### config.mk
export PLATFORM = sky130hd
export DESIGN_NAME = fetch_stage
export DESIGN_NICKNAME = d
export VERILOG_FILES = /design/src/verilog/cpu_pkg.sv /design/src/verilog/fetch_stage.sv
export SDC_FILE = /design/constraint.sdc
export NUM_CORES = 2
export LEC_CHECK = 0
export CAP_MARGIN = 0
export CORE_MARGIN = 4
export CORE_UTILIZATION = 55
export DETAILED_ROUTE_END_ITERATION = 7
export DONT_BUFFER_PORTS = 1
export HOLD_SLACK_MARGIN = 0.15
export PLACE_DENSITY = 0.81
export SLEW_MARGIN = 0
export SYNTH_ARGS = -nofsm -noshare
export SYNTH_HDL_FRONTEND = slang
export SYNTH_SLANG_ARGS = --single-unit
### constraint.sdc
create_clock -name clk -period 4.8 [get_ports clk]
set_input_delay 0.24 -clock clk [delete_from_list [all_inputs] [get_ports clk]]
set_output_delay 0.24 -clock clk [all_outputs]
set_load 0.03 [all_outputs]
### src/verilog/cpu_pkg.sv
package cpu_pkg;

  typedef logic [31:0] word_t;     // data, address, instruction
  typedef logic [4:0]  reg_idx_t;  // register number
  typedef logic [1:0]  alu_op_t;   // alu control class or alu operation
  typedef logic [1:0]  fwd_sel_t;  // operand source select

  // rv32i major opcodes
  localparam logic [6:0] OP_R      = 7'b0110011;
  localparam logic [6:0] OP_IMM    = 7'b0010011;
  localparam logic [6:0] OP_LOAD   = 7'b0000011;
  localparam logic [6:0] OP_STORE  = 7'b0100011;
  localparam logic [6:0] OP_SYSTEM = 7'b1110011;

  // funct3 of the supported r-type ops
  localparam logic [2:0] F3_ADD_SUB = 3'b000;  // funct7 bit picks sub
  localparam logic [2:0] F3_OR      = 3'b110;
  localparam logic [2:0] F3_AND     = 3'b111;

  // control class from decode
  localparam alu_op_t CTL_ADD   = 2'b00;  // lw, sw, addi
  localparam alu_op_t CTL_FUNCT = 2'b10;  // r-type, look at funct bits

  // resolved alu operation in execute
  localparam alu_op_t ALU_ADD = 2'd0;
  localparam alu_op_t ALU_SUB = 2'd1;
  localparam alu_op_t ALU_AND = 2'd2;
  localparam alu_op_t ALU_OR  = 2'd3;

  localparam fwd_sel_t FWD_REG = 2'd0;  // value read in decode
  localparam fwd_sel_t FWD_EXM = 2'd1;  // ex/mem alu_out
  localparam fwd_sel_t FWD_WB  = 2'd2;  // mem/wb result

  localparam reg_idx_t ECALL_REG = 5'd17;   // a7 holds the service code
  localparam word_t    HALT_CODE = 32'd10;  // exit service

  typedef struct packed {
    logic     valid;
    logic     alu_src;     // second operand is imm
    logic     mem_read;
    logic     mem_write;
    logic     mem_to_reg;
    logic     reg_write;
    logic     halt;        // halting ecall
    alu_op_t  alu_op;
    logic [2:0] funct3;
    logic     funct7_b;    // inst[30]
    reg_idx_t rs1;
    reg_idx_t rs2;
    word_t    rs1_data;
    word_t    rs2_data;
    word_t    imm;
    reg_idx_t rd;
  } id_ex_t;

  typedef struct packed {
    logic     valid;
    logic     mem_read;
    logic     mem_write;
    logic     mem_to_reg;
    logic     reg_write;
    logic     halt;
    word_t    alu_out;     // result or memory address
    word_t    store_data;
    reg_idx_t rd;
  } ex_mem_t;

  typedef struct packed {
    logic     valid;       // a register result is on the bus
    logic     reg_write;
    logic     halt;        // sticky once the exit ecall retires
    reg_idx_t rd;
    word_t    data;
  } wb_t;

endpackage

### src/verilog/fetch_stage.sv
`timescale 1ns/100ps

module fetch_stage #(
  parameter int IMEM_WORDS = 64
) (
  input  logic           clk,
  input  logic           reset,
  input  logic           stall,      // load-use or ecall dependence
  input  logic           hold,       // halt seen, fetch frozen
  input  logic           prog_we,
  input  cpu_pkg::word_t prog_addr,  // word index
  input  cpu_pkg::word_t prog_data,
  output cpu_pkg::word_t if_inst,
  output logic           if_valid
);
  import cpu_pkg::*;

  localparam int IW = $clog2(IMEM_WORDS);

  word_t imem [IMEM_WORDS];
  word_t pc;
  word_t fetch_word;
  logic  advance;

  assign fetch_word = imem[pc[IW+1:2]];  // async read, byte pc to word index
  assign advance    = !stall && !hold;

  // program load port, only driven while reset is high
  always_ff @(posedge clk) begin
    if (prog_we) begin
      imem[prog_addr[IW-1:0]] <= prog_data;
    end
  end

  always_ff @(posedge clk) begin
    if (reset) begin
      pc       <= '0;
      if_valid <= 1'b0;
    end else if (advance) begin
      pc       <= pc + 32'd4;
      if_valid <= 1'b1;  // first fetch after reset
    end
  end

  always_ff @(posedge clk) begin
    if (advance) begin
      if_inst <= fetch_word;  // if/id holds on stall
    end
  end

endmodule

Yosys cells after proc, flatten, opt, wreduce, memory -nomap -nowiden
Memories as Yosys holds them, arrays and structs flattened. A register that Yosys moved wholly into a read port is not among the register bits.
Cells that the tools add are included.

word-level totals
  RAM bits = 2048
  input bits = 69
  memories = 1
  word-level logic and storage cells = 9
  bits in registers = 33
  output and inout port bits = 33

memory list
  name  depth  bits a word  rd ports  clocked after memory_dff  write ports  line               RTL
  imem  64     32           1         1                         1            fetch_stage.sv:20  word_t imem [IMEM_WORDS];

operators by class
  add/sub/neg operators = 1
  reductions and logical operators = 3
  mux-type cells = 2

operators by type and width
  kind                                                              count
  32-bit by 3-bit adder with 32-bit output (second input constant)  1
  1-bit zero test                                                   2
  1-bit two-way mux                                                 2
  1-bit logical AND                                                 1

Longest topological paths before layout
  depth after elaboration = 2
  depth in mapped cells = 10

Worst setup path after synthesis
No wires, ideal clock.

  path kind = in2reg
  start point = in prog_addr[3]
  end point = mem imem[48][0] (netlist bit) (enable)
  stages on the path = 4
  setup slack = 1400 ps
  library setup time = 461 ps
  data required time = 4339 ps
  data arrival time = 2939 ps
  cell sequence = clkbuf_1 nor2b_1 nand4b_1 nor3_1

RTL lines
  what         line               RTL
  from (decl)  fetch_stage.sv:11  input cpu_pkg::word_t prog_addr,
  to (decl)    fetch_stage.sv:20

No word-level cell before the write port.

==> reports/results.tsv <==
metric	value	unit
status	finished clean	
critical path required time	5.27	ns
Max Fclk	268	MHz
EDFF count, synth	2080	
Worst path depth	6	
Post-synth ARST share	0	
main combinational cell family by area after synthesis	multiplexers	
first-pass GRT wire length	301000	um
Bufs and invs on worst path	1	
Place WS	1.23	ns
synth top area cells	edfxtp_1, mux4_2, mux2i_1	
XOR/XNOR Fraction of Synth Area	0.000441	
Worst-Margin Slew	1.23	ns
Initial Util	0.553	
clock buffer depth	3	
CP max stage cell	o31ai_1	
Worst-path clk slew	0.07	ns
Synth top area share	0.786	
clock root cell	clkbuf_16	
CP max stage delay	1.04	ns
cell count after synthesis	3539	
pins over their slew limit	0	
unrepaired setup endpoints after global routing	false	
Worst VDD drop	0.000415	V
Worst Hold Depth	2	
reg2reg path depth	6	
Post-Syn Area per Cell	22.5	um2
synthesis-to-finish area growth	13.1	%
clock sink total	2087	
placed cells	5382	
die area	151000	um2
sequential area share after synthesis	0.788	
total core area	144000	um2
Distinct cells, synth	48	
Tot GR Track Use	0.280	
CP endpoint kind	flop	
Cell Chain, Critical Path	buf_4 > mux4_2 > mux2i_1 > nor2_1 > o31ai_1 > nand2_1	
die width	388	um
total gr overflow	0	
Num CTS Buffers	190	
IO buf count	0	
simple-gate portion of the synthesized area	0.0117	
initial antenna violation count	13	
Ports	102	
maxcap violations	0	
largest net degree at the start of global routing	88	
via count	40400	
crit-path max FO	35	
hold slack	0.234	ns
Ys Warns	0	
CTS tree	yes	
adder-cell share of the synthesized area	0.000157	
syn_nets	3609	
HP Class	in2reg	
Post-CTS Resized	0	
PwrDens	410	nW/um2
post-route worst setup slack	1.07	ns
Hold Violations, Final	0	
drt pass-1 iters	8	
Clk Latency, worst-skew pair	0.81	ns
drt via density	6.94	
Vert. Die Dim	388	um
CTS Hold Bufs	78	
Final min period	3.73	ns
predominant post-synthesis flop cell	edfxtp_1	
DRC	0	
Synth Area in Compound Gates	0.0345	
CP delay by family, top	compound AO/OA/AOI/OAI gates	
Post-Layout Cell Count	5822	
Lkg Pwr	27.2	nW
DRT iter0 DRCs	7315	
Clock H-tree levels	4	
Synth Register Bits	2087	
cell area after synthesis	79500	um2
period utilization	0.777	
DRT antenna net count	0	
# nets final	3819	
worst path arrival time	4.20	ns
final WL	210000	um
crit path launch type	flop	
vias in the first global route	41300	
gpl congestion	0.795	
CP Class	reg2reg	
# Post-CTS Setup Buffers	0	
DP Wirelength	111000	um
Yosys top cell by area	edfxtp_1	
WL per Instance	36.1	um
fillcell total	8987	
setup tns final	0	ns
relative slew slack	0.173	
clk_skew	0.0295	ns
std cell rows	139	
mux share of post-synthesis cell area	0.151	
layout cells sized above 1	0.242	
Final Setup Violations	0	
## cell usage after synthesis, types with 9 or more instances
master and number:
clkbuf_1 79, buf_1 12, o31ai_1 10, a211o_1 9
nor2b_1 11, a21oi_1 70, mux2_2 13, nand3_1 30
a211oi_1 33, nand2_1 44, buf_6 31, mux4_2 427
edfxtp_1 2080, a221oi_1 19, o221ai_1 68, buf_4 24
buf_2 55, nor2_1 103, a22oi_1 90, a22o_1 38
mux2i_1 222, o21ai_0 19
## metal layers
layer	vias up	track usage	share of wire	routed length [um]
met1	20800	0.367	0.33	70300
met5	-	0	0.00078	164
li1	15500	-	-	-
met2	3381	0.430	0.47	98600
met4	14	0.149	0.061	12900
met3	703	0.0823	0.13	28200
## layout by cell type (no fill, tap or decap), types with 10 or more instances in the layout
cell / instances
mux2_2: 13
bufinv_16: 17
o221ai_1: 68
nor2_1: 39
a211oi_1: 33
diode_2: 13
clkinv_2: 30
edfxtp_1: 2080
a21oi_1: 70
a22oi_1: 90
o31ai_1: 10
buf_16: 30
buf_4: 126
a221oi_1: 19
dlygate4sd3_1: 46
clkbuf_16: 193
nand3_1: 30
clkinv_1: 40
nor2_4: 64
mux2i_1: 222
o21ai_0: 19
buf_12: 17
clkbuf_1: 57
a22o_1: 38
nand2_1: 44
mux4_2: 427
## power by group
group | switching, W | internal, W
Sequential | 0.0000903 | 0.0202
Combinational | 0.000918 | 0.000658
Clock | 0.00659 | 0.00838
## cell families after synthesis
logic type | count (synthesis)
flip-flops | 2087
multiplexers | 662
AO/OA/AOI/OAI | 371
AND/OR/NAND/NOR | 211
buffers and inverters | 203
XOR/XNOR | 4
adder cells (fa/ha/maj) | 1
## final timing paths
| kind | startpoint | endpoint | slack [ns] |
|---|---|---|---|
| max reg2reg | pc[4]$_SDFFE_PP0P_ | if_inst[16]$_DFFE_PP_ | 1.07 |
| max | pc[4]$_SDFFE_PP0P_ | if_inst[16]$_DFFE_PP_ | 1.07 |
| min reg2reg | if_valid$_SDFFE_PP0P_ | if_valid$_SDFFE_PP0P_ | 0.63 |
| min | prog_addr[4] | imem[55][24]$_DFFE_PP_ | 0.23 |
## sequential cells by signal, summed over array words and instances (netlist names)
name	count
imem	2048
if_inst	32
pc	6
if_valid	1
## per-stage QoR
step           total power, W  utilization  cell area, um2
6_report               0.0368        0.626           89900
3_3_place_gp           0.0218        0.574           82500
4_1_cts                0.0368        0.625           89900
5_1_grt                0.0378        0.626           89900
3_5_place_dp           0.0218        0.574           82500
2_1_floorplan          0.0215            -           79500
## cell type report
type / count / area, um2 / share of cell area
Clock buffer: 253 / 5080 / 0.0566
Multi-Input combinational cell: 1249 / 16200 / 0.180
Clock inverter: 96 / 977 / 0.0109
Sequential cell: 2087 / 62600 / 0.697
Timing Repair Buffer: 219 / 2570 / 0.0286
Tap cell: 1903 / 2380 / 0.0265
Antenna cell: 13 / 32.5 / 0.000362
Inverter: 2 / 7.51 / 0.0000835
No activity file was read; power rests on OpenSTA's default activity.
