**config.mk**
```make
export PLATFORM = sky130hd
export DESIGN_NAME = hazard_unit
export DESIGN_NICKNAME = d
export VERILOG_FILES = /design/src/verilog/cpu_pkg.sv /design/src/verilog/hazard_unit.sv
export SDC_FILE = /design/constraint.sdc
export NUM_CORES = 1
export LEC_CHECK = 0
export BUFFER_PORTS_ARGS = -buffer_cell sky130_fd_sc_hd__buf_2
export CAP_MARGIN = 20
export CORE_AREA = 2 2 100 102
export DETAILED_ROUTE_END_ITERATION = 10
export DIE_AREA = 0 0 102 104
export PLACE_DENSITY = 0.49
export SLEW_MARGIN = 20
export SYNTH_ARGS = -nofsm -noshare
export SYNTH_HDL_FRONTEND = slang
export SYNTH_SLANG_ARGS = --single-unit
```
**constraint.sdc**
```tcl
create_clock -name vclk -period 1.4
set_input_delay 0.14 -clock vclk [all_inputs]
set_output_delay 0.14 -clock vclk [all_outputs]
set_load 0.1 [all_outputs]
```
**src/verilog/cpu_pkg.sv**
```systemverilog
package cpu_pkg;

  typedef logic [31:0] word_t;     // data, address, instruction
  typedef logic [4:0]  reg_idx_t;  // register number
  typedef logic [1:0]  alu_op_t;   // alu control class or alu operation
  typedef logic [1:0]  fwd_sel_t;  // operand source select

  // rv32i major opcodes
  localparam logic [6:0] OP_R      = 7'b0110011;
  localparam logic [6:0] OP_IMM    = 7'b0010011;
  localparam logic [6:0] OP_LOAD   = 7'b0000011;
  localparam logic [6:0] OP_STORE  = 7'b0100011;
  localparam logic [6:0] OP_SYSTEM = 7'b1110011;

  // funct3 of the supported r-type ops
  localparam logic [2:0] F3_ADD_SUB = 3'b000;  // funct7 bit picks sub
  localparam logic [2:0] F3_OR      = 3'b110;
  localparam logic [2:0] F3_AND     = 3'b111;

  // control class from decode
  localparam alu_op_t CTL_ADD   = 2'b00;  // lw, sw, addi
  localparam alu_op_t CTL_FUNCT = 2'b10;  // r-type, look at funct bits

  // resolved alu operation in execute
  localparam alu_op_t ALU_ADD = 2'd0;
  localparam alu_op_t ALU_SUB = 2'd1;
  localparam alu_op_t ALU_AND = 2'd2;
  localparam alu_op_t ALU_OR  = 2'd3;

  localparam fwd_sel_t FWD_REG = 2'd0;  // value read in decode
  localparam fwd_sel_t FWD_EXM = 2'd1;  // ex/mem alu_out
  localparam fwd_sel_t FWD_WB  = 2'd2;  // mem/wb result

  localparam reg_idx_t ECALL_REG = 5'd17;   // a7 holds the service code
  localparam word_t    HALT_CODE = 32'd10;  // exit service

  typedef struct packed {
    logic     valid;
    logic     alu_src;     // second operand is imm
    logic     mem_read;
    logic     mem_write;
    logic     mem_to_reg;
    logic     reg_write;
    logic     halt;        // halting ecall
    alu_op_t  alu_op;
    logic [2:0] funct3;
    logic     funct7_b;    // inst[30]
    reg_idx_t rs1;
    reg_idx_t rs2;
    word_t    rs1_data;
    word_t    rs2_data;
    word_t    imm;
    reg_idx_t rd;
  } id_ex_t;

  typedef struct packed {
    logic     valid;
    logic     mem_read;
    logic     mem_write;
    logic     mem_to_reg;
    logic     reg_write;
    logic     halt;
    word_t    alu_out;     // result or memory address
    word_t    store_data;
    reg_idx_t rd;
  } ex_mem_t;

  typedef struct packed {
    logic     valid;       // a register result is on the bus
    logic     reg_write;
    logic     halt;        // sticky once the exit ecall retires
    reg_idx_t rd;
    word_t    data;
  } wb_t;

endpackage

```
**src/verilog/hazard_unit.sv**
```systemverilog
`timescale 1ns/100ps

module hazard_unit (
  input  cpu_pkg::reg_idx_t rs1,       // decode sources
  input  cpu_pkg::reg_idx_t rs2,
  input  logic              is_ecall,
  input  cpu_pkg::id_ex_t   id_ex,
  input  cpu_pkg::ex_mem_t  ex_mem,
  input  cpu_pkg::wb_t      wb,
  output logic              stall,
  output cpu_pkg::fwd_sel_t fwd_a,
  output cpu_pkg::fwd_sel_t fwd_b,
  output logic              fwd_dec_rs1
);
  import cpu_pkg::*;

  logic load_use;
  logic ecall_dep_ex;
  logic ecall_dep_mem;

  // younger producer wins, x0 never matches
  function automatic fwd_sel_t pick_src(reg_idx_t src, ex_mem_t em, wb_t w);
    if ((src != '0) && em.valid && em.reg_write && (em.rd == src)) return FWD_EXM;
    if ((src != '0) && w.valid && w.reg_write && (w.rd == src)) return FWD_WB;
    return FWD_REG;
  endfunction

  assign load_use = id_ex.valid && id_ex.mem_read && (id_ex.rd != '0) &&
                    ((id_ex.rd == rs1) || (id_ex.rd == rs2));

  // the x17 compare sits in decode, no result from execute is ready yet
  assign ecall_dep_ex = is_ecall && id_ex.valid && id_ex.reg_write && (id_ex.rd == rs1);
  // load data only shows up at mem/wb
  assign ecall_dep_mem = is_ecall && ex_mem.valid && ex_mem.mem_read &&
                         ex_mem.reg_write && (ex_mem.rd == rs1);

  assign stall = load_use || ecall_dep_ex || ecall_dep_mem;

  assign fwd_dec_rs1 = is_ecall && ex_mem.valid && ex_mem.reg_write &&
                       !ex_mem.mem_read && (ex_mem.rd == rs1) && (rs1 != '0);

  assign fwd_a = pick_src(id_ex.rs1, ex_mem, wb);
  assign fwd_b = pick_src(id_ex.rs2, ex_mem, wb);

endmodule

```
-- Word level (Yosys, flattened, before mapping)
Cells that the tools add are included.
- equal/unequal tests: 7
- reductions and logical operators: 34
- mux-type cells: 14
- operators with widths (operator ; number):
    equality test 5 bit ; 7
    logical AND 1 bit ; 26
    nonzero test 5 bit ; 4
    2-to-1 mux 2 bit ; 8
    2-to-1 mux 1 bit ; 6
    logical OR 1 bit ; 3
    zero test 1 bit ; 1
- bits of input ports: 250
- output and inout bits: 6
- bits in registers: 0

-- Longest topological paths before layout
- depth in word-level cells: 8
- gate-level depth with buffers: 4
- gate-level depth less buffers: 4

-- Worst setup path after synthesis
Ideal clock, no wire load.
- kind: input to output
- start: in ex_mem[2] (netlist bit)
- end: out fwd_a[1]
- data arrival time: 4.512 ns
- setup slack: -3.252 ns
- cell stages on the path: 4
- cells stage by stage: xnor2_1 -> nand4_1 -> nor4_1 -> nor4_2
- word-level cells in the longest chain between the ends: 4
- RTL lines (what ; RTL line ; text):
    start: declaration ; hazard_unit.sv:8 ; input cpu_pkg::ex_mem_t ex_mem,
    equality test 5 bit ; hazard_unit.sv:23 ; if ((src != '0) && em.valid && em.reg_write && (em.rd == src)) return FWD_EXM;
    logical AND 1 bit ; hazard_unit.sv:23 ;
    2-to-1 mux 1 bit ; hazard_unit.sv:23 ;
    2-to-1 mux 2 bit ; hazard_unit.sv:24 ; if ((src != '0) && w.valid && w.reg_write && (w.rd == src)) return FWD_WB;
    end: declaration ; hazard_unit.sv:11 ; output cpu_pkg::fwd_sel_t fwd_a,
No other way between the ends.

-- Final worst setup path
- start: in id_ex[107] (netlist bit)
- end: out fwd_a[1]
- word-level cells in the longest chain between the ends: 8
- elaborated cells on any way between the ends: 15
- RTL lines (what ; RTL line ; text):
    start: declaration ; hazard_unit.sv:7 ; input cpu_pkg::id_ex_t id_ex,
    nonzero test 5 bit ; hazard_unit.sv:23, hazard_unit.sv:24 ;
    logical AND 1 bit (3 in a row) ; hazard_unit.sv:24 ;
    2-to-1 mux 1 bit (2 in a row) ; hazard_unit.sv:24 ;
    2-to-1 mux 2 bit ; hazard_unit.sv:25 ; return FWD_REG;
    2-to-1 mux 2 bit * ; hazard_unit.sv:24 ;
Every way passes the cells marked *; elsewhere a longest branch is shown, timed or not. The select of a mux whose other input is x is not followed.

==> flow_summary.ini <==
[power_and_ir_drop]
leakagePower_nw = 0.5864
power-per-cell-area_nw_per_um2 = 258.4
ir_drop_uv = 68.42

[layout]
fin_util_pct = 15.23
seq_area_sq_um = 0
n_clock_buffer = 0
diodes = 0
final_common_cell = buf_2
syn2layout_area_growth_pct = 169.0
final_cell_mix = buf_2 (36), buf_4 (21), buf_6 (15), xor2_1 (13), xnor2_1 (12)
nNetsFinal = 398
drive_gt1_share_pct = 67.81
seq_cells = 0

[route]
wl_um = 3146
first_iter_violations = 14
vias_per_cell = 2.846
via_count = 794
drtPass1Iterations = 4
ant_nets = 0
wl_per_cell_um = 11.28
drc = 0

[floorplanning]
die_x_um = 102
die-area_sq_um = 10610
initial_core_util_pct = 5.660
ios = 256
rows = 36
core_sq_um = 9549
die_y_um = 104

[sta]
hold_violations = 0
fin_hold_ws_ns = 0.7419
fin_crit_ns = 1.530
slew_viol_final = 0
rsz0062_at_grt = yes
relSlewSlack_pct = 78.71
max_freq_mhz = 653.7
tightest_slew_ns = 0.3170
fin_crit_sh_pct = 109.3
setup_viol = 5
setup_ws_ns = -0.1297

[global_routing]
overflow = 0
antenna_found_initial = 0
first_global_vias = 887
track_usage_pct = 5.718
grt_max_degree = 4
grt_pass1_wl_um = 4712

[min_path]
min_from = wb[38]
worstHoldPathType = in -> out

[worst_setup_path]
crit_start = id_ex[107]
endpoint_kind = output port
worstPathRequired_ns = 1.26
max_stage_delay_ns = 0.53
worstSetupPathType = in -> out
crit_path_max_fanout = 2
arrival_ns = 1.39
slowest_stage = or4_4
crit_top_cell = nor4_4
worstPathCellList = buf_6, or4_4, nor2_4, nor4_4, nor4_4, buf_12
critPathLaunchType = input pin

[flow_run]
cap_violations = 0

[placement]
gp_congestion = 0.7155
numPortBuffers = 50
dp_hpwl_um = 2922

[run_status]
status = complete, but fails checks
violations = setup timing

[cts]
cts_hold_buf = 0

[synthesis]
syn_nets = 319
syn_area_per_cell_sq_um = 7.834
netlist_area_sq_um = 540.5
yosysSeqAreaShare_pct = 0
synth_cell_types = 21
yosys_warnings = 0
synthCells = 69
power by group:
group | leakage, nW | switching [mW] | internal [mW]
Sequential | 0 | 0 | 0
Combinational | 0.586 | 0.172 | 0.204
Clock | 0 | 0 | 0
cells in the mapped netlist, drive strengths merged:
cell type	n	area share, %
a21oi	1	0.93
a221o	1	1.9
and3	2	2.3
and4b	1	1.9
inv	2	1.4
nand2	2	1.4
nand3	3	2.8
nand4	6	6.9
nand4b	1	1.6
nor2	3	3.9
nor3	1	0.93
nor4	8	13
o21a	1	1.4
o221ai	1	1.6
or4	3	4.9
xnor2	19	31
xor2	14	23
critical path, delay by kind of cell:
family / cells / cell delay (ns)
buffers and inverters: 2 / 0.31
and+or+nand+nor: 4 / 0.94
metal layers:
layer | vias to the layer above | wire (um) | global-route usage [%]
met4 | 0 | 0 | 0
met5 | - | 0 | 0
li1 | 412 | - | -
met1 | 358 | 1548 | 8.229
met3 | 0 | 126 | 0.4704
met2 | 24 | 1472 | 9.821
stage by stage:
stage / area, sq um / worst slack, ns / power [mW] / cells / setup TNS (ns)
6_report: 1454 / -0.1297 / 0.3757 / 279 / -0.4719
3_5_place_dp: 1310 / -0.2143 / 0.3345 / 278 / -0.8752
5_1_grt: 1454 / -0.1762 / 0.4059 / 279 / -0.7430
4_1_cts: 1429 / -0.1550 / 0.3737 / 279 / -0.5425
3_3_place_gp: 1310 / -0.1826 / 0.3306 / 278 / -0.7728
2_1_floorplan: 623.1 / -0.7549 / 0.1416 / 69 / -2.650
path summary, 6_finish.rpt:
check / end / slack [ns] / cells past startpoint
worst min-delay path: fwd_b[1] / 0.74 / 4
worst max-delay path: fwd_a[1] / -0.13 / 6
layout make-up:
cell class / count / area [sq um]
well taps: 133 / 166.4
multi-input cells: 67 / 673.1
inverters: 2 / 7.507
fillers: 1115 / 8095
repair buffers: 77 / 606.8
cell families after synthesis:
logic type,Yosys count,synth area share [%]
xor+xnor,33,53.47
simple gates,30,39.35
compound gates,4,5.787
buf+inv,2,1.389
timing repair:
item                                    4_1_cts  5_1_grt
pin swaps                                     9        0
endpoints found under the setup margin        6        5
setup buffers                                 1        1
resized for setup                            25        3
No activity file was read; power rests on OpenSTA's default activity.
