<file path="config.mk">
export PLATFORM = sky130hd
export DESIGN_NAME = mem_stage
export DESIGN_NICKNAME = d
export VERILOG_FILES = /design/src/verilog/cpu_pkg.sv /design/src/verilog/mem_stage.sv
export SDC_FILE = /design/constraint.sdc
export NUM_CORES = 2
export LEC_CHECK = 0
export ABC_AREA = 1
export BUFFER_PORTS_ARGS = -buffer_cell sky130_fd_sc_hd__buf_2
export CORE_AREA = 4 4 446 448
export DETAILED_ROUTE_END_ITERATION = 12
export DIE_AREA = 0 0 450 452
export PLACE_DENSITY = 0.65
export RECOVER_POWER = 50
export SLEW_MARGIN = 30
export SYNTH_ARGS = -nofsm -noshare
export SYNTH_HDL_FRONTEND = slang
export SYNTH_SLANG_ARGS = --single-unit
export TNS_END_PERCENT = 1
</file>
<file path="constraint.sdc">
create_clock -name clk -period 7.1 [get_ports clk]
set_input_delay 1.775 -clock clk [delete_from_list [all_inputs] [get_ports clk]]
set_output_delay 1.775 -clock clk [all_outputs]
set_load 0.01 [all_outputs]
</file>
<file path="src/verilog/cpu_pkg.sv">
package cpu_pkg;

  typedef logic [31:0] word_t;     // data, address, instruction
  typedef logic [4:0]  reg_idx_t;  // register number
  typedef logic [1:0]  alu_op_t;   // alu control class or alu operation
  typedef logic [1:0]  fwd_sel_t;  // operand source select

  // rv32i major opcodes
  localparam logic [6:0] OP_R      = 7'b0110011;
  localparam logic [6:0] OP_IMM    = 7'b0010011;
  localparam logic [6:0] OP_LOAD   = 7'b0000011;
  localparam logic [6:0] OP_STORE  = 7'b0100011;
  localparam logic [6:0] OP_SYSTEM = 7'b1110011;

  // funct3 of the supported r-type ops
  localparam logic [2:0] F3_ADD_SUB = 3'b000;  // funct7 bit picks sub
  localparam logic [2:0] F3_OR      = 3'b110;
  localparam logic [2:0] F3_AND     = 3'b111;

  // control class from decode
  localparam alu_op_t CTL_ADD   = 2'b00;  // lw, sw, addi
  localparam alu_op_t CTL_FUNCT = 2'b10;  // r-type, look at funct bits

  // resolved alu operation in execute
  localparam alu_op_t ALU_ADD = 2'd0;
  localparam alu_op_t ALU_SUB = 2'd1;
  localparam alu_op_t ALU_AND = 2'd2;
  localparam alu_op_t ALU_OR  = 2'd3;

  localparam fwd_sel_t FWD_REG = 2'd0;  // value read in decode
  localparam fwd_sel_t FWD_EXM = 2'd1;  // ex/mem alu_out
  localparam fwd_sel_t FWD_WB  = 2'd2;  // mem/wb result

  localparam reg_idx_t ECALL_REG = 5'd17;   // a7 holds the service code
  localparam word_t    HALT_CODE = 32'd10;  // exit service

  typedef struct packed {
    logic     valid;
    logic     alu_src;     // second operand is imm
    logic     mem_read;
    logic     mem_write;
    logic     mem_to_reg;
    logic     reg_write;
    logic     halt;        // halting ecall
    alu_op_t  alu_op;
    logic [2:0] funct3;
    logic     funct7_b;    // inst[30]
    reg_idx_t rs1;
    reg_idx_t rs2;
    word_t    rs1_data;
    word_t    rs2_data;
    word_t    imm;
    reg_idx_t rd;
  } id_ex_t;

  typedef struct packed {
    logic     valid;
    logic     mem_read;
    logic     mem_write;
    logic     mem_to_reg;
    logic     reg_write;
    logic     halt;
    word_t    alu_out;     // result or memory address
    word_t    store_data;
    reg_idx_t rd;
  } ex_mem_t;

  typedef struct packed {
    logic     valid;       // a register result is on the bus
    logic     reg_write;
    logic     halt;        // sticky once the exit ecall retires
    reg_idx_t rd;
    word_t    data;
  } wb_t;

endpackage

</file>
<file path="src/verilog/mem_stage.sv">
`timescale 1ns/100ps

module mem_stage #(
  parameter int DMEM_WORDS = 64
) (
  input  logic             clk,
  input  logic             reset,
  input  cpu_pkg::ex_mem_t ex_mem,
  output cpu_pkg::wb_t     wb
);
  import cpu_pkg::*;

  localparam int DW = $clog2(DMEM_WORDS);

  word_t         dmem [DMEM_WORDS];
  logic [DW-1:0] dmem_idx;
  word_t         load_data;
  logic          mw_valid;
  logic          mw_reg_write;
  logic          mw_mem_to_reg;
  logic          halted_q;
  reg_idx_t      mw_rd;
  word_t         mw_alu;
  word_t         mw_load;

  assign dmem_idx  = ex_mem.alu_out[DW+1:2];  // word access only
  assign load_data = dmem[dmem_idx];          // async read

  always_ff @(posedge clk) begin
    if (reset) begin
      for (int i = 0; i < DMEM_WORDS; i++) begin
        dmem[i] <= '0;
      end
    end else if (ex_mem.valid && ex_mem.mem_write) begin
      dmem[dmem_idx] <= ex_mem.store_data;
    end
  end

  // mem/wb control
  always_ff @(posedge clk) begin
    if (reset) begin
      mw_valid      <= 1'b0;
      mw_reg_write  <= 1'b0;
      mw_mem_to_reg <= 1'b0;
      halted_q      <= 1'b0;
    end else begin
      mw_valid      <= ex_mem.valid && ex_mem.reg_write;  // stores, ecalls stay quiet
      mw_reg_write  <= ex_mem.reg_write;
      mw_mem_to_reg <= ex_mem.mem_to_reg;
      halted_q      <= halted_q || (ex_mem.valid && ex_mem.halt);  // sticky until reset
    end
  end

  always_ff @(posedge clk) begin
    mw_rd   <= ex_mem.rd;
    mw_alu  <= ex_mem.alu_out;
    mw_load <= load_data;
  end

  always_comb begin
    wb.valid     = mw_valid;
    wb.reg_write = mw_reg_write;
    wb.halt      = halted_q;
    wb.rd        = mw_rd;
    wb.data      = mw_mem_to_reg ? mw_load : mw_alu;  // writeback mux
  end

endmodule

</file>
After elaboration in Yosys (flattened, before gate mapping)
Memories as Yosys holds them, arrays and structs flattened. A register that Yosys moved wholly into a read port is not among the register bits.
Cells that the tools add are included.
{"block": "totals", "reg_bits": 41, "latch_bits": 0, "mem_bits_rw": 2048, "romBits": 0, "in_bits": 77, "out_inout_bits": 40, "elab_cells": 21, "n_memories": 1}
{"block": "classes", "add_sub_neg": 0, "mul": 0, "n_div": 0, "order_cmp": 0, "n_eq_ne": 0, "n_shift": 0, "n_mux": 9, "n_bitwise": 0, "reduce_logical": 5}
{"memory": "dmem", "depth": 64, "word_bits": 32, "rd": 1, "rd_clocked_by_memory_dff": 1, "wr": 64, "line": "mem_stage.sv:15", "rtl": "word_t dmem [DMEM_WORDS];"}
{"cell": "32-bit 2-to-1 mux", "count": 2}
{"cell": "32-bit OR reduction", "count": 1}
{"cell": "1-bit 2-to-1 mux", "count": 6}
{"cell": "6-bit 2-to-1 mux", "count": 1}
{"cell": "1-bit logical AND", "count": 3}
{"cell": "1-bit logical OR", "count": 1}

Logic depth before layout (Yosys ltp)
{"block": "logic_depth", "ltp_word": 6, "depth_mapped": 15, "ltp_nobuf": 11}

Worst setup path after synthesis
No wires, ideal clock.
{"block": "synth_path", "path_type": "input to register", "from": "in ex_mem[40] in the netlist's numbering", "to": "mem dmem[22][0] in the netlist's numbering, enable pin", "arrival_ps": 3775, "t_required_ps": 6711, "setup_slack_ps": 2936, "cell_stages": 7, "cell_sequence": "buf_2 -> buf_2 -> buf_2 -> clkbuf_1 -> nand4_1 -> clkbuf_1 -> nand2_1"}
{"item": "from (decl)", "line": "mem_stage.sv:8", "rtl": "input cpu_pkg::ex_mem_t ex_mem,"}
{"item": "to (decl)", "line": "mem_stage.sv:15"}

==> flow_summary.json <==
{
  "status": "finished, violations left",
  "violations": "capacitance limit, slew limit",
  "core_area_sq_um": 194600,
  "critical_path_class": "in -> reg",
  "num_rows": 162,
  "power.density_nw_per_um2": 264.5,
  "port_buffers": 115,
  "regArea_sq_um": 62960,
  "die_y_um": 452,
  "async_flop_share_pct": 0,
  "wl_mm": 302.0,
  "cts_made_buffers": 220,
  "clk_pin_slew_ps": 60,
  "clock_path_buffers": 3,
  "tns_ps": 0,
  "antenna_found_initial": 5,
  "regMostFlops": "dmem",
  "grt_max_degree": 182,
  "ctsHoldBuffers": 0,
  "reg_top3": "dmem (2048), mw_alu (32), mw_load (32)",
  "synth_edf_count": 2048,
  "seq_power_share_pct": 51.6,
  "final_nets": 10890,
  "cts_setup_buffers": 0,
  "fillerInstances": 17350,
  "ant_nets": 0,
  "drcViolationCount": 0,
  "drt-vias-per-instance": 5.470,
  "layout_commonest_cell": "nand2_1",
  "p_leak_nw": 47.11,
  "yosys-top-cells-area": "edfxtp_1, nand2_1, nor2_1",
  "p_sw_mw": 7.021,
  "cts-root-buf": "clkbuf_16",
  "post-route-period-util_pct": 82.15,
  "largest_reg_flops": 2048,
  "grt_overflow": 0,
  "p_comb_share_pct": 8.7,
  "insertion_delay_ps": 860,
  "drv_cap": 45,
  "grt_use_total_pct": 29.23,
  "ys_seq_area_share_pct": 64.80,
  "crit_path_end_kind": "flip-flop",
  "clock-sinks": 2121,
  "multi_input_area_sq_um": 30650,
  "grt_pass1_wl_mm": 447.4,
  "syn_area_sq_um": 97160,
  "skew_ps": 39.54,
  "cp-start-kind": "input port",
  "p_int_mw": 21.15,
  "rsz0062_at_grt": "false",
  "post-synth-top-area-cell": "edfxtp_1",
  "drive_gt1_share_pct": 6.125,
  "critPathArrivalTime_ps": 6290,
  "ir_drop_v": 0.0002256,
  "fin_crit_ps": 5833,
  "area_growth_pct": 9.614,
  "synth_flop_cell": "edfxtp_1",
  "htreeDepth": 4,
  "num_vias": 74140,
  "worstMarginPinSlew_ps": 3312,
  "wire_per_inst_um": 22.28,
  "crit_required_ps": 7560,
  "hpwl_mm": 168.8,
  "yosys_warnings": 0,
  "hold_path_class": "reg -> reg",
  "swShare_pct": 24.92,
  "fin_ws_ps": 1267,
  "slew_violations": 1522,
  "start_util_pct": 49.93,
  "synth.ff_latch_count": 2121,
  "place_ws_ps": 1470,
  "most-common-layout-cells": "nand2_1, nor2_1, edfxtp_1",
  "setup_viol": 0,
  "gp_congestion": 0.9007,
  "dieArea_sq_um": 203400,
  "timing.fmax_ghz": 0.1714,
  "drt_iter0_markers": 9491,
  "syn_inst": 11070,
  "power_mw": 28.18,
  "netlist.area_leader.share_pct": 63.30,
  "hold_violations": 0,
  "cts_tree": "built",
  "cp_max_fo": 38,
  "chipWidth_um": 450,
  "synth_nets": 11150,
  "slew_headroom_pct": -120.8,
  "io_pins": 117,
  "yosysUniqueCellTypes": 22,
  "synth_area_per_cell_sq_um": 8.777,
  "first_pass_iters": 6,
  "power_frac_clock_pct": 39.7,
  "first_global_vias": 69930,
  "post_cts_resize_count": 0
}
==> layer usage <==
| metal | vias up | track usage (%) | share of wire (%) |
|---|---|---|---|
| met5 | - | 0 | 0 |
| met4 | 0 | 14.60 | 5.4 |
| met3 | 581 | 4.307 | 9.6 |
| met2 | 3823 | 46.09 | 46 |
| met1 | 35430 | 39.84 | 39 |
| li1 | 34310 | - | - |
==> kinds of logic after synthesis <==
family,synth area share [%]
AOI/OAI and AO/OA,0.07984
buffers and inverters,3.630
muxes,0.3709
DFF,64.80
and+or+nand+nor,31.12
==> power groups by stage <==
| stage | Combinational [mW] | Sequential, mW | Clock, mW |
|---|---|---|---|
| after floorplan | 1.49 | 14.7 | 0 |
| after global placement | 2.40 | 14.8 | 0 |
| after detailed placement | 2.42 | 14.8 | 0 |
| after CTS | 2.43 | 14.5 | 11.3 |
| after global routing | 2.67 | 14.6 | 11.8 |
| final | 2.46 | 14.5 | 11.2 |
==> path summary, 6_finish.rpt <==
| path | from | endpoint | slack, ps | cells after the start |
|---|---|---|---|---|
| worst max-delay path | ex_mem[43] | dmem[48][0]$_SDFFCE_PN0P_ | 1270 | 7 |
| worst min-delay path | halted_q$_SDFF_PP0_ | halted_q$_SDFF_PP0_ | 490 | 2 |
| worst max register to register | dmem[39][30]$_SDFFCE_PN0P_ | mw_load[30]$_DFF_P_ | 4980 | 7 |
| worst min register to register | halted_q$_SDFF_PP0_ | halted_q$_SDFF_PP0_ | 490 | 2 |
==> metrics by stage <==
stage	instances	util [%]	cell area, sq um	hold slack (ps)
after floorplan	11070	-	97160	438.0
after global placement	13130	51.29	99800	449.9
after detailed placement	13140	51.34	99890	483.4
after CTS	13550	54.88	106800	497.7
after global routing	13550	54.73	106500	552.2
final	13550	54.73	106500	490.8
==> critical path: stages <==
cell and delay [ps]:
clkbuf_1 570, inv_1 300, nor3_2 600, clkbuf_1 1550
nand2_1 380, nand2_1 180, clkbuf_1 900
==> Yosys cell counts (6+ instances only) <==
cell,number
inv_2,35
mux2_2,32
nor3_1,9
edfxtp_1,2048
dfxtp_1,73
or2_2,6
nand2_1,5851
o21ai_0,7
nor2_1,2130
nand3_1,13
buf_2,155
buf_1,35
clkbuf_1,635
inv_1,22
==> area by class of cell <==
class | instances | share of cell area, %
Sequential cell | 2121 | 59.12
Clock buffer | 282 | 5.572
Timing Repair Buffer | 352 | 2.360
Tap cell | 2542 | 2.986
Inverter | 57 | 0.2608
Clock inverter | 128 | 0.9105
Multi-Input combinational cell | 8064 | 28.77
Antenna cell | 7 | 0.01645
(Power assumes the default switching activity.)
