<file path="src/verilog/cpu_pkg.sv">
package cpu_pkg;

  typedef logic [31:0] word_t;     // data, address, instruction
  typedef logic [4:0]  reg_idx_t;  // register number
  typedef logic [1:0]  alu_op_t;   // alu control class or alu operation
  typedef logic [1:0]  fwd_sel_t;  // operand source select

  // rv32i major opcodes
  localparam logic [6:0] OP_R      = 7'b0110011;
  localparam logic [6:0] OP_IMM    = 7'b0010011;
  localparam logic [6:0] OP_LOAD   = 7'b0000011;
  localparam logic [6:0] OP_STORE  = 7'b0100011;
  localparam logic [6:0] OP_SYSTEM = 7'b1110011;

  // funct3 of the supported r-type ops
  localparam logic [2:0] F3_ADD_SUB = 3'b000;  // funct7 bit picks sub
  localparam logic [2:0] F3_OR      = 3'b110;
  localparam logic [2:0] F3_AND     = 3'b111;

  // control class from decode
  localparam alu_op_t CTL_ADD   = 2'b00;  // lw, sw, addi
  localparam alu_op_t CTL_FUNCT = 2'b10;  // r-type, look at funct bits

  // resolved alu operation in execute
  localparam alu_op_t ALU_ADD = 2'd0;
  localparam alu_op_t ALU_SUB = 2'd1;
  localparam alu_op_t ALU_AND = 2'd2;
  localparam alu_op_t ALU_OR  = 2'd3;

  localparam fwd_sel_t FWD_REG = 2'd0;  // value read in decode
  localparam fwd_sel_t FWD_EXM = 2'd1;  // ex/mem alu_out
  localparam fwd_sel_t FWD_WB  = 2'd2;  // mem/wb result

  localparam reg_idx_t ECALL_REG = 5'd17;   // a7 holds the service code
  localparam word_t    HALT_CODE = 32'd10;  // exit service

  typedef struct packed {
    logic     valid;
    logic     alu_src;     // second operand is imm
    logic     mem_read;
    logic     mem_write;
    logic     mem_to_reg;
    logic     reg_write;
    logic     halt;        // halting ecall
    alu_op_t  alu_op;
    logic [2:0] funct3;
    logic     funct7_b;    // inst[30]
    reg_idx_t rs1;
    reg_idx_t rs2;
    word_t    rs1_data;
    word_t    rs2_data;
    word_t    imm;
    reg_idx_t rd;
  } id_ex_t;

  typedef struct packed {
    logic     valid;
    logic     mem_read;
    logic     mem_write;
    logic     mem_to_reg;
    logic     reg_write;
    logic     halt;
    word_t    alu_out;     // result or memory address
    word_t    store_data;
    reg_idx_t rd;
  } ex_mem_t;

  typedef struct packed {
    logic     valid;       // a register result is on the bus
    logic     reg_write;
    logic     halt;        // sticky once the exit ecall retires
    reg_idx_t rd;
    word_t    data;
  } wb_t;

endpackage

</file>
<file path="src/verilog/reg_file.sv">
`timescale 1ns/100ps

module reg_file (
  input  logic              clk,
  input  logic              reset,
  input  cpu_pkg::reg_idx_t rs1,
  input  cpu_pkg::reg_idx_t rs2,
  input  cpu_pkg::reg_idx_t dbg_addr,
  input  cpu_pkg::wb_t      wb,
  output cpu_pkg::word_t    rs1_data,
  output cpu_pkg::word_t    rs2_data,
  output cpu_pkg::word_t    dbg_data
);
  import cpu_pkg::*;

  word_t regs [32];
  logic  wr_en;

  assign wr_en = wb.valid && wb.reg_write && (wb.rd != '0);  // x0 never written

  always_ff @(posedge clk) begin
    if (reset) begin
      for (int i = 0; i < 32; i++) begin
        regs[i] <= '0;
      end
    end else if (wr_en) begin
      regs[wb.rd] <= wb.data;
    end
  end

  // same-cycle write is visible to decode
  assign rs1_data = (wr_en && (wb.rd == rs1)) ? wb.data : regs[rs1];
  assign rs2_data = (wr_en && (wb.rd == rs2)) ? wb.data : regs[rs2];
  assign dbg_data = regs[dbg_addr];  // testbench peek, no bypass

endmodule

</file>
<file path="config.mk">
export PLATFORM = sky130hd
export DESIGN_NAME = reg_file
export DESIGN_NICKNAME = d
export VERILOG_FILES = /design/src/verilog/cpu_pkg.sv /design/src/verilog/reg_file.sv
export SDC_FILE = /design/constraint.sdc
export NUM_CORES = 2
export LEC_CHECK = 0
export BUFFER_PORTS_ARGS = -buffer_cell sky130_fd_sc_hd__buf_2
export CELL_PAD_IN_SITES_DETAIL_PLACEMENT = 1
export CELL_PAD_IN_SITES_GLOBAL_PLACEMENT = 1
export CORE_UTILIZATION = 53
export DETAILED_ROUTE_END_ITERATION = 7
export PLACE_DENSITY = 0.83
export SYNTH_ARGS = -nofsm -noshare
export SYNTH_HDL_FRONTEND = slang
export SYNTH_SLANG_ARGS = --single-unit
export TNS_END_PERCENT = 100
</file>
<file path="constraint.sdc">
create_clock -name clk -period 3.1 [get_ports clk]
set_input_delay 0.31 -clock clk [delete_from_list [all_inputs] [get_ports clk]]
set_output_delay 0.31 -clock clk [all_outputs]
set_load 0.03 [all_outputs]
</file>
# After elaboration in Yosys (flattened, before gate mapping)
# Memory sizes are Yosys's and may differ from the RTL's.
# Index checks and enable logic that the tools add are counted.
[totals]
ram_bits = 1024
output_inout_bits = 96
n_memories = 1
inputBits = 57
ff_bits = 0
[op_classes]
n_eq_ne = 2
reduce_logical = 6
muxes = 10
[mem_list]
columns = ["name", "words", "word_bits", "read_ports", "rd_clocked_by_memory_dff", "write_ports", "line", "text"]
rows = [
  ["regs", 32, 32, 3, 0, 32, "reg_file.sv:16", "word_t regs [32];"],
]
[op_table]
columns = ["op", "n"]
rows = [
  ["two-way mux 32 bit", 3],
  ["OR reduction 32 bit", 1],
  ["== test 5 bit", 2],
  ["two-way mux 1 bit", 6],
  ["two-way mux 5 bit", 1],
  ["nonzero test 5 bit", 1],
  ["logical AND 1 bit", 4],
]

# Depth between registers and ports, before layout
[depth]
depth_word = 7
ltp_mapped = 7
mapped_depth_nobuf = 4

# Least setup slack after synthesis
# OpenSTA, ideal clock, no wires.
[synth_timing]
kind = "input to output"
startpoint = "in rs1[0]"
endpoint = "out rs1_data[30]"
arrival_time_ps = 2317
path_buffers = 3
cell_stages = 7
path_slack_ps = 473
cell_sequence = "buf_2 clkbuf_1 buf_2 nor2b_1 a221o_1 o221a_2 o31ai_1"
[synth_via]
elab_chain_len = 3
word_cells_on_any_way = 4
cone_classes = "eq/ne: 1; mux: 1; reduce/logical: 1; memory: 1"
[synth_rtl]
columns = ["element", "line", "text"]
rows = [
  ["start: declaration", "reg_file.sv:6", "input cpu_pkg::reg_idx_t rs1,"],
  ["parallel branches: the longest is 2 deep, another holds memory read (32 x 32 bit)", "n/a", ""],
  ["two-way mux 32 bit *", "reg_file.sv:32", "assign rs1_data = (wr_en && (wb.rd == rs1)) ? wb.data : regs[rs1];"],
  ["end: declaration", "reg_file.sv:10", "output cpu_pkg::word_t rs1_data,"],
]
# Every way passes the cells marked *.

==> flow_metrics.py <==
metrics = {
    "routing": {
        "antenna_violating_nets_post_route": 0,
        "route.vias.total": 45910,
        "drt_first_pass_iters": 6,
        "drt-vias-per-instance": 8.207,
        "wl_um": 257100,
        "detail_route.drc_violations": 0,
        "routed_wire_length_per_instance_um": 45.96,
        "detailedRoute.firstIterationViolations": 9031,
    },
    "sta": {
        "achievable-frequency_mhz": 321.4,
        "holdWs_ns": 0.1477,
        "worst_slack_ns": -0.01120,
        "report.final.setup_viol": 2,
        "final.min_clock_period_ns": 3.111,
        "slew_headroom": 0.3887,
        "fraction_of_the_cycle_the_final_worst_path_needs": 1.004,
        "actual_slew_at_the_worst_max_slew_pin_ns": 0.9169,
        "finalMaxSlewViolations": 0,
        "hold_violations": 0,
    },
    "critical_path": {
        "critical_path.max_fanout": 3,
        "critical_path.startpoint_type": "flip-flop",
        "arrival_ns": 2.80,
        "endpoint_kind": "primary output",
        "timing.setup.critical_path_class": "flip-flop to primary output",
        "required_arrival_time_at_the_worst_endpoint_ns": 2.79,
    },
    "power": {
        "ir_worst_vdd_mv": 0.5321,
        "power_density_nw_per_um2": 533.2,
        "cellLeakagePower_nw": 23.52,
    },
    "layout": {
        "layout_common_cells": "sky130_fd_sc_hd__edfxtp_1 (1024), sky130_fd_sc_hd__and2_1 (992), sky130_fd_sc_hd__mux4_2 (830)",
        "finish.utilization": 0.6080,
        "fillerInstances": 10096,
        "finish.cell_count_without_fillers": 5594,
        "number_of_flip_flops_in_the_largest_register": 1024,
        "max_flop_register": "regs",
        "largestRegisters": "regs: 1024 flops",
        "final_layout_size_suffix_gt1_frac": 0.3936,
        "layout.cells.most_common": "sky130_fd_sc_hd__edfxtp_1",
        "syn_to_final_growth_pct": 13.32,
        "num-nets-final": 4027,
    },
    "clock_network": {
        "clock_sink_count": 1024,
        "cts.clk_slew.worst_paths_ns": 0.07,
        "tritoncts.num_buffers": 110,
        "buffer_depth_of_the_longest_clock_path": 3,
        "clock_tree.root_cell": "sky130_fd_sc_hd__clkbuf_16",
        "clock_tree.htree_level_count": 3,
        "cts_tree": "yes",
        "cts_hold_repair.buffers": 0,
    },
    "die": {
        "floorplan.initialDensity": 0.5365,
        "dieArea_sq_um": 117600,
        "fp.coreArea_sq_um": 114800,
        "pin_count": 153,
        "core.rowCount": 124,
        "fp.dieW_um": 342.9,
        "floorplan.die.height_um": 342.9,
    },
    "global_route": {
        "grt_max_degree": 64,
        "grt_pass1_vias": 47206,
        "gr_overflow_total": 0,
        "initial_antenna_violation_count": 22,
        "wire_length_of_the_first_global_routing_pass_um": 358400,
        "grtUsageTotal": 0.4412,
    },
    "yosys": {
        "ys_ff_latch": 1024,
        "synthesis.area_per_instance_sq_um": 15.93,
        "yosys.cell_types.count": 35,
        "synth_cells": 3867,
        "ys_seq_area_frac": 0.4992,
        "yosys_warnings": 0,
        "cell_area_after_synthesis_sq_um": 61600,
    },
    "outcome": {
        "status": "finished with violations",
        "violated_checks": "negative setup slack",
    },
    "run": {
        "drv_cap": 0,
    },
    "placed_design": {
        "post-dp-hpwl_um": 145200,
        "placement.setup.worst_slack_ns": 0.1417,
        "port_buffers": 151,
        "place_inst": 5370,
        "place.gp.congestion": 0.8753,
    },
    "min_path": {
        "min-delay-path-class": "primary input to flip-flop",
        "worstHoldPathCells": 2,
    },
}
## per-stage QoR
step	total power (W)	area [sq um]	TNS, ns
after detailed placement	0.02277	65950	0
after CTS	0.03688	69750	0
after floorplan	0.02043	61720	0
after global placement	0.02243	65950	0
final	0.03722	69810	-0.01414
after global routing	0.03762	69760	-0.001403
## critical path, cell delays in order, from the launching register on
cell and delay [ns]:
sky130_fd_sc_hd__edfxtp_1 0.45, sky130_fd_sc_hd__mux4_2 0.57, sky130_fd_sc_hd__mux4_2 0.53, sky130_fd_sc_hd__mux2_2 0.32, sky130_fd_sc_hd__buf_4 0.18
## power breakdown
part | internal (W) | total (W) | switching [W]
registers | 0.0160 | 0.0167 | 0.000687
clock network | 0.00830 | 0.0144 | 0.00606
logic | 0.00273 | 0.00619 | 0.00346
total | 0.0270 | 0.0372 | 0.0102
## metal layers
| metal | vias to the layer above | global-route usage | wire length (um) |
|---|---|---|---|
| met3 | 1560 | 0.1630 | 42370 |
| met5 | - | 0.003606 | 125 |
| met1 | 23028 | 0.5315 | 76670 |
| met4 | 10 | 0.3308 | 23320 |
| met2 | 5453 | 0.6512 | 114600 |
| li1 | 15859 | - | - |
## layout make-up
cell class	instances	area, sq um	area share
clock inverters	79	925.9	0.01326
diodes	20	50.05	0.0007169
repair buffers	420	4025	0.05766
clock buffers	125	2873	0.04115
multi-input cells	2414	29290	0.4196
flip-flops and latches	1024	30750	0.4405
well taps	1512	1892	0.02710
## path summary, 6_finish.rpt
check | from | endpoint | slack (ns)
max | regs[3][17]$_SDFFCE_PN0P_ | dbg_data[17] | -0.01
min | reset | regs[0][31]$_SDFFCE_PN0P_ | 0.15
## Yosys cell counts
cell type	instances	share of area
sky130_fd_sc_hd__mux2i_1	6	0.00097
sky130_fd_sc_hd__o31ai_1	2	0.00024
sky130_fd_sc_hd__mux2_2	98	0.018
sky130_fd_sc_hd__o22ai_1	250	0.025
sky130_fd_sc_hd__or3_1	3	0.00030
sky130_fd_sc_hd__and4_1	2	0.00028
sky130_fd_sc_hd__nor2b_1	2	0.00020
sky130_fd_sc_hd__mux4_2	830	0.30
sky130_fd_sc_hd__o311a_1	1	0.00016
sky130_fd_sc_hd__nor2_1	37	0.0023
sky130_fd_sc_hd__nand3_1	8	0.00065
sky130_fd_sc_hd__nand2b_1	6	0.00061
sky130_fd_sc_hd__a221o_1	2	0.00032
sky130_fd_sc_hd__xor2_1	10	0.0014
sky130_fd_sc_hd__o221a_2	2	0.00037
sky130_fd_sc_hd__or3b_2	8	0.0011
sky130_fd_sc_hd__and2_0	2	0.00020
sky130_fd_sc_hd__nor3b_1	2	0.00024
sky130_fd_sc_hd__nand4_1	2	0.00020
sky130_fd_sc_hd__or2_2	33	0.0034
sky130_fd_sc_hd__buf_1	35	0.0021
sky130_fd_sc_hd__nand2_1	2	0.00012
sky130_fd_sc_hd__edfxtp_1	1024	0.50
sky130_fd_sc_hd__a221oi_1	2	0.00028
sky130_fd_sc_hd__and3_1	2	0.00020
sky130_fd_sc_hd__and3b_1	3	0.00043
sky130_fd_sc_hd__nand3b_1	11	0.0013
sky130_fd_sc_hd__buf_2	74	0.0060
sky130_fd_sc_hd__conb_1	1	0.000061
sky130_fd_sc_hd__and2_1	992	0.10
sky130_fd_sc_hd__clkbuf_1	326	0.020
sky130_fd_sc_hd__nor4_1	62	0.0063
sky130_fd_sc_hd__nor3_1	2	0.00016
sky130_fd_sc_hd__buf_6	7	0.0013
sky130_fd_sc_hd__buf_4	18	0.0022
## kinds of logic (layout without fill, tap and decap cells)
group,after synthesis,in the layout,share of synthesized area
XOR/XNOR,10,10,0.001422
other,1,52,0.00006088
AND/OR/NAND/NOR,1179,1179,0.1187
AO/OA/AOI/OAI,259,259,0.02677
flip-flops,1024,1024,0.4992
buffers and inverters,460,624,0.03148
multiplexers,934,934,0.3223
## timing repair
action / CTS / global route
setup buffers: 0 / 0
setup endpoints to repair: 0 / 3
gates resized for setup: 0 / 4
Power figures use the tool's default switching activity.
