`src/verilog/cpu_pkg.sv`:
```
package cpu_pkg;

  typedef logic [31:0] word_t;     // data, address, instruction
  typedef logic [4:0]  reg_idx_t;  // register number
  typedef logic [1:0]  alu_op_t;   // alu control class or alu operation
  typedef logic [1:0]  fwd_sel_t;  // operand source select

  // rv32i major opcodes
  localparam logic [6:0] OP_R      = 7'b0110011;
  localparam logic [6:0] OP_IMM    = 7'b0010011;
  localparam logic [6:0] OP_LOAD   = 7'b0000011;
  localparam logic [6:0] OP_STORE  = 7'b0100011;
  localparam logic [6:0] OP_SYSTEM = 7'b1110011;

  // funct3 of the supported r-type ops
  localparam logic [2:0] F3_ADD_SUB = 3'b000;  // funct7 bit picks sub
  localparam logic [2:0] F3_OR      = 3'b110;
  localparam logic [2:0] F3_AND     = 3'b111;

  // control class from decode
  localparam alu_op_t CTL_ADD   = 2'b00;  // lw, sw, addi
  localparam alu_op_t CTL_FUNCT = 2'b10;  // r-type, look at funct bits

  // resolved alu operation in execute
  localparam alu_op_t ALU_ADD = 2'd0;
  localparam alu_op_t ALU_SUB = 2'd1;
  localparam alu_op_t ALU_AND = 2'd2;
  localparam alu_op_t ALU_OR  = 2'd3;

  localparam fwd_sel_t FWD_REG = 2'd0;  // value read in decode
  localparam fwd_sel_t FWD_EXM = 2'd1;  // ex/mem alu_out
  localparam fwd_sel_t FWD_WB  = 2'd2;  // mem/wb result

  localparam reg_idx_t ECALL_REG = 5'd17;   // a7 holds the service code
  localparam word_t    HALT_CODE = 32'd10;  // exit service

  typedef struct packed {
    logic     valid;
    logic     alu_src;     // second operand is imm
    logic     mem_read;
    logic     mem_write;
    logic     mem_to_reg;
    logic     reg_write;
    logic     halt;        // halting ecall
    alu_op_t  alu_op;
    logic [2:0] funct3;
    logic     funct7_b;    // inst[30]
    reg_idx_t rs1;
    reg_idx_t rs2;
    word_t    rs1_data;
    word_t    rs2_data;
    word_t    imm;
    reg_idx_t rd;
  } id_ex_t;

  typedef struct packed {
    logic     valid;
    logic     mem_read;
    logic     mem_write;
    logic     mem_to_reg;
    logic     reg_write;
    logic     halt;
    word_t    alu_out;     // result or memory address
    word_t    store_data;
    reg_idx_t rd;
  } ex_mem_t;

  typedef struct packed {
    logic     valid;       // a register result is on the bus
    logic     reg_write;
    logic     halt;        // sticky once the exit ecall retires
    reg_idx_t rd;
    word_t    data;
  } wb_t;

endpackage

```
`src/verilog/decode_stage.sv`:
```
`timescale 1ns/100ps

module decode_stage (
  input  logic              clk,
  input  logic              reset,
  input  cpu_pkg::word_t    if_inst,
  input  logic              if_valid,
  input  logic              stall,
  input  logic              fwd_dec_rs1,     // take x17 from ex/mem
  input  cpu_pkg::word_t    rs1_data,
  input  cpu_pkg::word_t    rs2_data,
  input  cpu_pkg::word_t    ex_mem_alu_out,
  output cpu_pkg::reg_idx_t rs1,
  output cpu_pkg::reg_idx_t rs2,
  output logic              is_ecall,
  output logic              halt_seen,
  output cpu_pkg::id_ex_t   id_ex
);
  import cpu_pkg::*;

  logic [6:0] opcode;
  logic       dec_valid;
  logic       is_r;
  logic       is_imm;
  logic       is_load;
  logic       is_store;
  reg_idx_t   rd;
  word_t      imm;
  word_t      rs1_val;
  logic       halt_now;
  logic       bubble;
  id_ex_t     id_ex_d;

  assign opcode    = if_inst[6:0];
  assign dec_valid = if_valid && !halt_seen;  // nothing past the exit ecall
  assign is_r      = (opcode == OP_R);
  assign is_imm    = (opcode == OP_IMM);
  assign is_load   = (opcode == OP_LOAD);
  assign is_store  = (opcode == OP_STORE);
  assign is_ecall  = dec_valid && (opcode == OP_SYSTEM);
  assign rd        = if_inst[11:7];

  // ecall reads a7 through the rs1 port
  assign rs1 = !dec_valid ? '0 : (is_ecall ? ECALL_REG : if_inst[19:15]);
  // i-type has imm bits in the rs2 field, keep them out of the hazard check
  assign rs2 = (dec_valid && (is_r || is_store)) ? if_inst[24:20] : '0;

  assign imm = is_store ? {{20{if_inst[31]}}, if_inst[31:25], if_inst[11:7]}
                        : {{20{if_inst[31]}}, if_inst[31:20]};

  assign rs1_val  = fwd_dec_rs1 ? ex_mem_alu_out : rs1_data;  // wb bypass is in reg_file
  assign halt_now = is_ecall && (rs1_val == HALT_CODE);
  assign bubble   = stall || !dec_valid;

  always_comb begin
    id_ex_d       = '0;
    id_ex_d.valid = !bubble;
    if (!bubble) begin
      id_ex_d.alu_src    = is_imm || is_load || is_store;
      id_ex_d.mem_read   = is_load;
      id_ex_d.mem_write  = is_store;
      id_ex_d.mem_to_reg = is_load;
      id_ex_d.reg_write  = (is_r || is_imm || is_load) && (rd != '0);  // x0 writes dropped
      id_ex_d.halt       = halt_now;
    end
    id_ex_d.alu_op   = is_r ? CTL_FUNCT : CTL_ADD;
    id_ex_d.funct3   = if_inst[14:12];
    id_ex_d.funct7_b = if_inst[30];
    id_ex_d.rs1      = rs1;
    id_ex_d.rs2      = rs2;
    id_ex_d.rs1_data = rs1_val;
    id_ex_d.rs2_data = rs2_data;
    id_ex_d.imm      = imm;
    id_ex_d.rd       = rd;
  end

  always_ff @(posedge clk) begin
    if (reset) begin
      halt_seen <= 1'b0;
    end else if (halt_now && !stall) begin
      halt_seen <= 1'b1;  // set only once the ecall really issues
    end
  end

  always_ff @(posedge clk) begin
    if (reset) begin
      id_ex.valid      <= 1'b0;
      id_ex.alu_src    <= 1'b0;
      id_ex.mem_read   <= 1'b0;
      id_ex.mem_write  <= 1'b0;
      id_ex.mem_to_reg <= 1'b0;
      id_ex.reg_write  <= 1'b0;
      id_ex.halt       <= 1'b0;
    end else begin
      id_ex <= id_ex_d;
    end
  end

endmodule

```
`config.mk`:
```
export PLATFORM = sky130hd
export DESIGN_NAME = decode_stage
export DESIGN_NICKNAME = d
export VERILOG_FILES = /design/src/verilog/cpu_pkg.sv /design/src/verilog/decode_stage.sv
export SDC_FILE = /design/constraint.sdc
export NUM_CORES = 1
export LEC_CHECK = 0
export ABC_AREA = 1
export BUFFER_PORTS_ARGS = -buffer_cell sky130_fd_sc_hd__buf_2
export CORE_MARGIN = 8
export CORE_UTILIZATION = 46
export CTS_CLUSTER_DIAMETER = 50
export DETAILED_ROUTE_END_ITERATION = 8
export GPL_TIMING_DRIVEN = 0
export PLACE_DENSITY = 0.93
export SLEW_MARGIN = 20
export SYNTH_ARGS = -nofsm -noshare
export SYNTH_HDL_FRONTEND = slang
export SYNTH_SLANG_ARGS = --single-unit
```
`constraint.sdc`:
```
create_clock -name clk -period 5.75 [get_ports clk]
set_input_delay 0.8625 -clock clk [delete_from_list [all_inputs] [get_ports clk]]
set_output_delay 0.8625 -clock clk [all_outputs]
set_load 0.02 [all_outputs]
```
Yosys cells after proc, flatten, opt, wreduce, memory -nomap -nowiden
Index checks and enable logic that the tools add are counted.
{"block": "totals", "word_cells": 46, "register_bits": 104}
{"block": "op_classes", "reduce_logical": 18, "muxes": 6, "eq_ne": 6}
{"operator": "$eq 32x4->1 const B", "count": 1}
{"operator": "$mux 32", "count": 1}
{"operator": "$mux 5", "count": 4}
{"operator": "$eq 7x6->1 const B", "count": 2}
{"operator": "$eq 7x2->1 const B", "count": 1}
{"operator": "$eq 7x5->1 const B", "count": 1}
{"operator": "$eq 7x7->1 const B", "count": 1}
{"operator": "$logic_and 1x1->1", "count": 6}
{"operator": "$logic_or 1x1->1", "count": 6}
{"operator": "$reduce_bool 5->1", "count": 1}
{"operator": "$logic_not 1->1", "count": 4}
{"operator": "$mux 2", "count": 1}
{"operator": "$reduce_or 2->1", "count": 1}

Logic depth before layout (Yosys ltp)
{"block": "logic_depth", "word_depth": 5, "ltp_mapped": 10, "depth_no_buf": 9}

Least setup slack after synthesis
No wires, ideal clock.
{"block": "synth_timing", "path_kind": "input -> register", "start": "in reset", "end": "reg id_ex[0] in the netlist's numbering, enable pin", "slack_ps": 2587, "stages": 1, "required_time_ps": 5301, "arrival_time_ps": 2714, "setup_ps": 449, "cell_sequence": "inv_1"}
{"item": "start, declared", "line": "decode_stage.sv:5", "text": "input logic reset,"}
{"item": "end signal, assigned", "line": "decode_stage.sv:95", "text": "id_ex <= id_ex_d;"}
{"item": "end, declared", "line": "decode_stage.sv:17", "text": "output cpu_pkg::id_ex_t id_ex"}
No word-level cell between the ends.

==> impl_metrics.toml <==
[outcome]
status = "complete, no violations"

[cells_and_area]
syn_to_final_growth_pct = 39.3
fin_nets = 808
fillerInstances = 741
antenna_cells = 0
drive_gt1_frac = 0.482

[timing]
layout_setup_ws_ns = 2.81
rsz0062_at_grt = "no"
max_freq_mhz = 340
slew_violations = 0
hold_viol = 0
tns_ns = 0
relSlewSlack = 0.572
skew_ns = 0.0143
setup_viol = 0
period_share = 0.511
post-route-min-period_ns = 2.94
worst_pin_slew_ns = 0.642

[worst_setup_path]
path_cells = "buf_2, nor2_1, nand2_1, nor2_1, nand3_1, nor2_1, buf_4, buf_2"
max_stage_delay_ns = 0.23
path_class = "primary input to output pin"
crit_start = "if_inst[3]"
cp.required_ns = 4.89
critPathCapture = "rs2[3]"
crit_path_end_kind = "output pin"
cp_slowest_cell = "nand3_1"
path_common_cell = "nor2_1"
critPathMaxFanout = 5
cp.depth = 8
path_delay_family = "simple AND/OR/NAND/NOR gates"
ff2ff_path_depth = 7
r2r_end = "halt_seen"
reg2reg_from = "halt_seen"
crit_buf_inv = 3
startpoint_type = "primary input"
crit_arrival_ns = 2.08
r2r_setup_slack_ns = 4.43

[routing]
drc = 0
vias = 3523
first_iter_violations = 167
post_drt_wl_per_cell_um = 15.7
first_pass_iters = 4
viasPerCell = 4.45
ant_nets = 0
wirelength_um = 12500

[logic_synthesis]
yosysMostFrequentCell = "nand2_1"
ys_async_sr_fraction = 0
yosysWarnings = 0
synth_top_cell_area_share = 0.665
ys_types = 20
synth_ff_type = "edfxtp_1"
synth_edf_count = 95
syn_avg_cell_area_um2 = 10.8
synth_cells = 396
yosysSeqAreaShare = 0.698
synthTopCellsByArea = "edfxtp_1, nand2_1, inv_1, buf_4, dfxtp_1"
synth_common_cells = "nand2_1, edfxtp_1, inv_1"
synth_seq_cells = 102
syn_area_um2 = 4290
synth_top_area_cell = "edfxtp_1"
syn-num-nets = 529

[clock_network]
post_cts_resized = 0
cts.htree.levels = 3
post_cts_buffers = 0
worst_setup_hold_path_clk_slew_ns = 0.09
root_buffer = "clkbuf_8"
worstSkewPairLatency_ns = 0.36
cts_buffers = 9
cts_hold_buf = 0
tritoncts = "yes"
clkSinkCount = 102
ctsLongestPathBuffers = 2

[power]
combPwrFrac = 0.190
p_per_area_nw_per_um2 = 270
p_leak_nw = 3.19
irDropWorstVdd_v = 0.000123
p_sw_frac = 0.286
switchingPower_w = 0.000460
clkPwrFrac = 0.257
pwr-share-seq = 0.553
p_int_w = 0.00115

[global_routing]
antenna_found_initial = 0
grt_max_degree = 55
grt_pass1_vias = 3719
grt_overflow_total = 0
grt_usage = 0.188
grt_first_pass_wirelength_um = 18600

[floorplanning]
core_um2 = 9150
die_area_um2 = 12700
rows = 35
io_pins = 269
fp.dieW_um = 113
die_y_um = 113
start_util = 0.469

[run]
drv_cap = 0

[place]
hpwl_um = 10200
portBuffers = 267
globalplace.congestion = 0.792
dp_worst_setup_slack_ns = 2.83

[hold_path]
hold_class = "flip-flop to flip-flop"
==> cells in the final DEF, fill, tap and decap left out <==
master and instances:
and2_1 1, dfxtp_1 7, nor2_4 1, nor3_1 2, buf_16 1, inv_6 2, inv_2 1, inv_8 1
clkbuf_1 1, clkinvlp_4 1, a21oi_1 5, inv_1 80, clkinv_4 1, nand2_1 119, nor2_1 32, buf_2 269
nand3_1 4, clkbuf_8 9, o21ai_0 4, nor2_2 1, a221oi_1 1, inv_4 1, buf_4 34, edfxtp_1 95
conb_1 1, clkinv_2 2, buf_6 3, o21ai_2 1
==> layer usage <==
layer	vias up	track usage	routed length, um
met5	-	0	0
met4	0	0.0665	231
met3	20	0.0698	1100
met2	188	0.351	6600
met1	1563	0.186	4520
li1	1752	-	-
==> through the flow <==
stage                     power [W]  cell area [um^2]   util  std cells  hold slack (ns)
final                       0.00161              5970  0.653        791            0.523
after CTS                   0.00163              5970  0.653        791            0.528
after floorplan             0.00108              4290      -        396            0.574
after detailed placement    0.00122              5800  0.633        775            0.513
after global routing        0.00168              5970  0.653        791            0.557
after global placement      0.00121              5770  0.630        774            0.490
==> worst reg2reg max path, stage by stage, from the launching register on <==
cell and delay, ns:
dfxtp_1 0.36, nor2_4 0.22, nand2_1 0.10, nor2_2 0.25
nand2_1 0.09, nor2_1 0.10, nand3_1 0.09, nand2_1 0.07
==> sequential cells by signal, summed over array words and instances, names as in the netlist <==
name / flops
id_ex: 101
halt_seen: 1
==> power groups by stage <==
stage	clock [W]	combinational, W	sequential, W
finish	0.000415	0.000306	0.000890
detailed placement	0	0.000309	0.000908
floorplan	0	0.0000938	0.000985
CTS	0.000429	0.000310	0.000891
global route	0.000456	0.000330	0.000896
global placement	0	0.000298	0.000907
==> kinds of logic after synthesis <==
family | share of synthesized area
AND/OR/NAND/NOR | 0.145
other | 0.000874
buffers and inverters | 0.142
flip-flops | 0.698
AO/OA/AOI/OAI | 0.0146
==> layout make-up <==
type,count,area [um^2],area share
well taps,111,139,0.0232
flip-flops and latches,102,2990,0.501
multi-input cells,172,687,0.115
plain buffers,40,303,0.0507
repair buffers,268,1360,0.228
inverters,82,310,0.0519
clock inverters,7,55.1,0.00921
clock buffers,9,124,0.0207
==> how the worst min path moves through the flow <==
stage	from	end	slack (ns)	cells after the start
finish	halt_seen	halt_seen	0.52	2
global route	halt_seen	halt_seen	0.56	2
CTS	halt_seen	halt_seen	0.53	2
detailed placement	halt_seen	halt_seen	0.51	2
global placement	halt_seen	halt_seen	0.49	2
floorplan	halt_seen	halt_seen	0.57	2
Note: power is estimated with default switching activity, not from simulation.
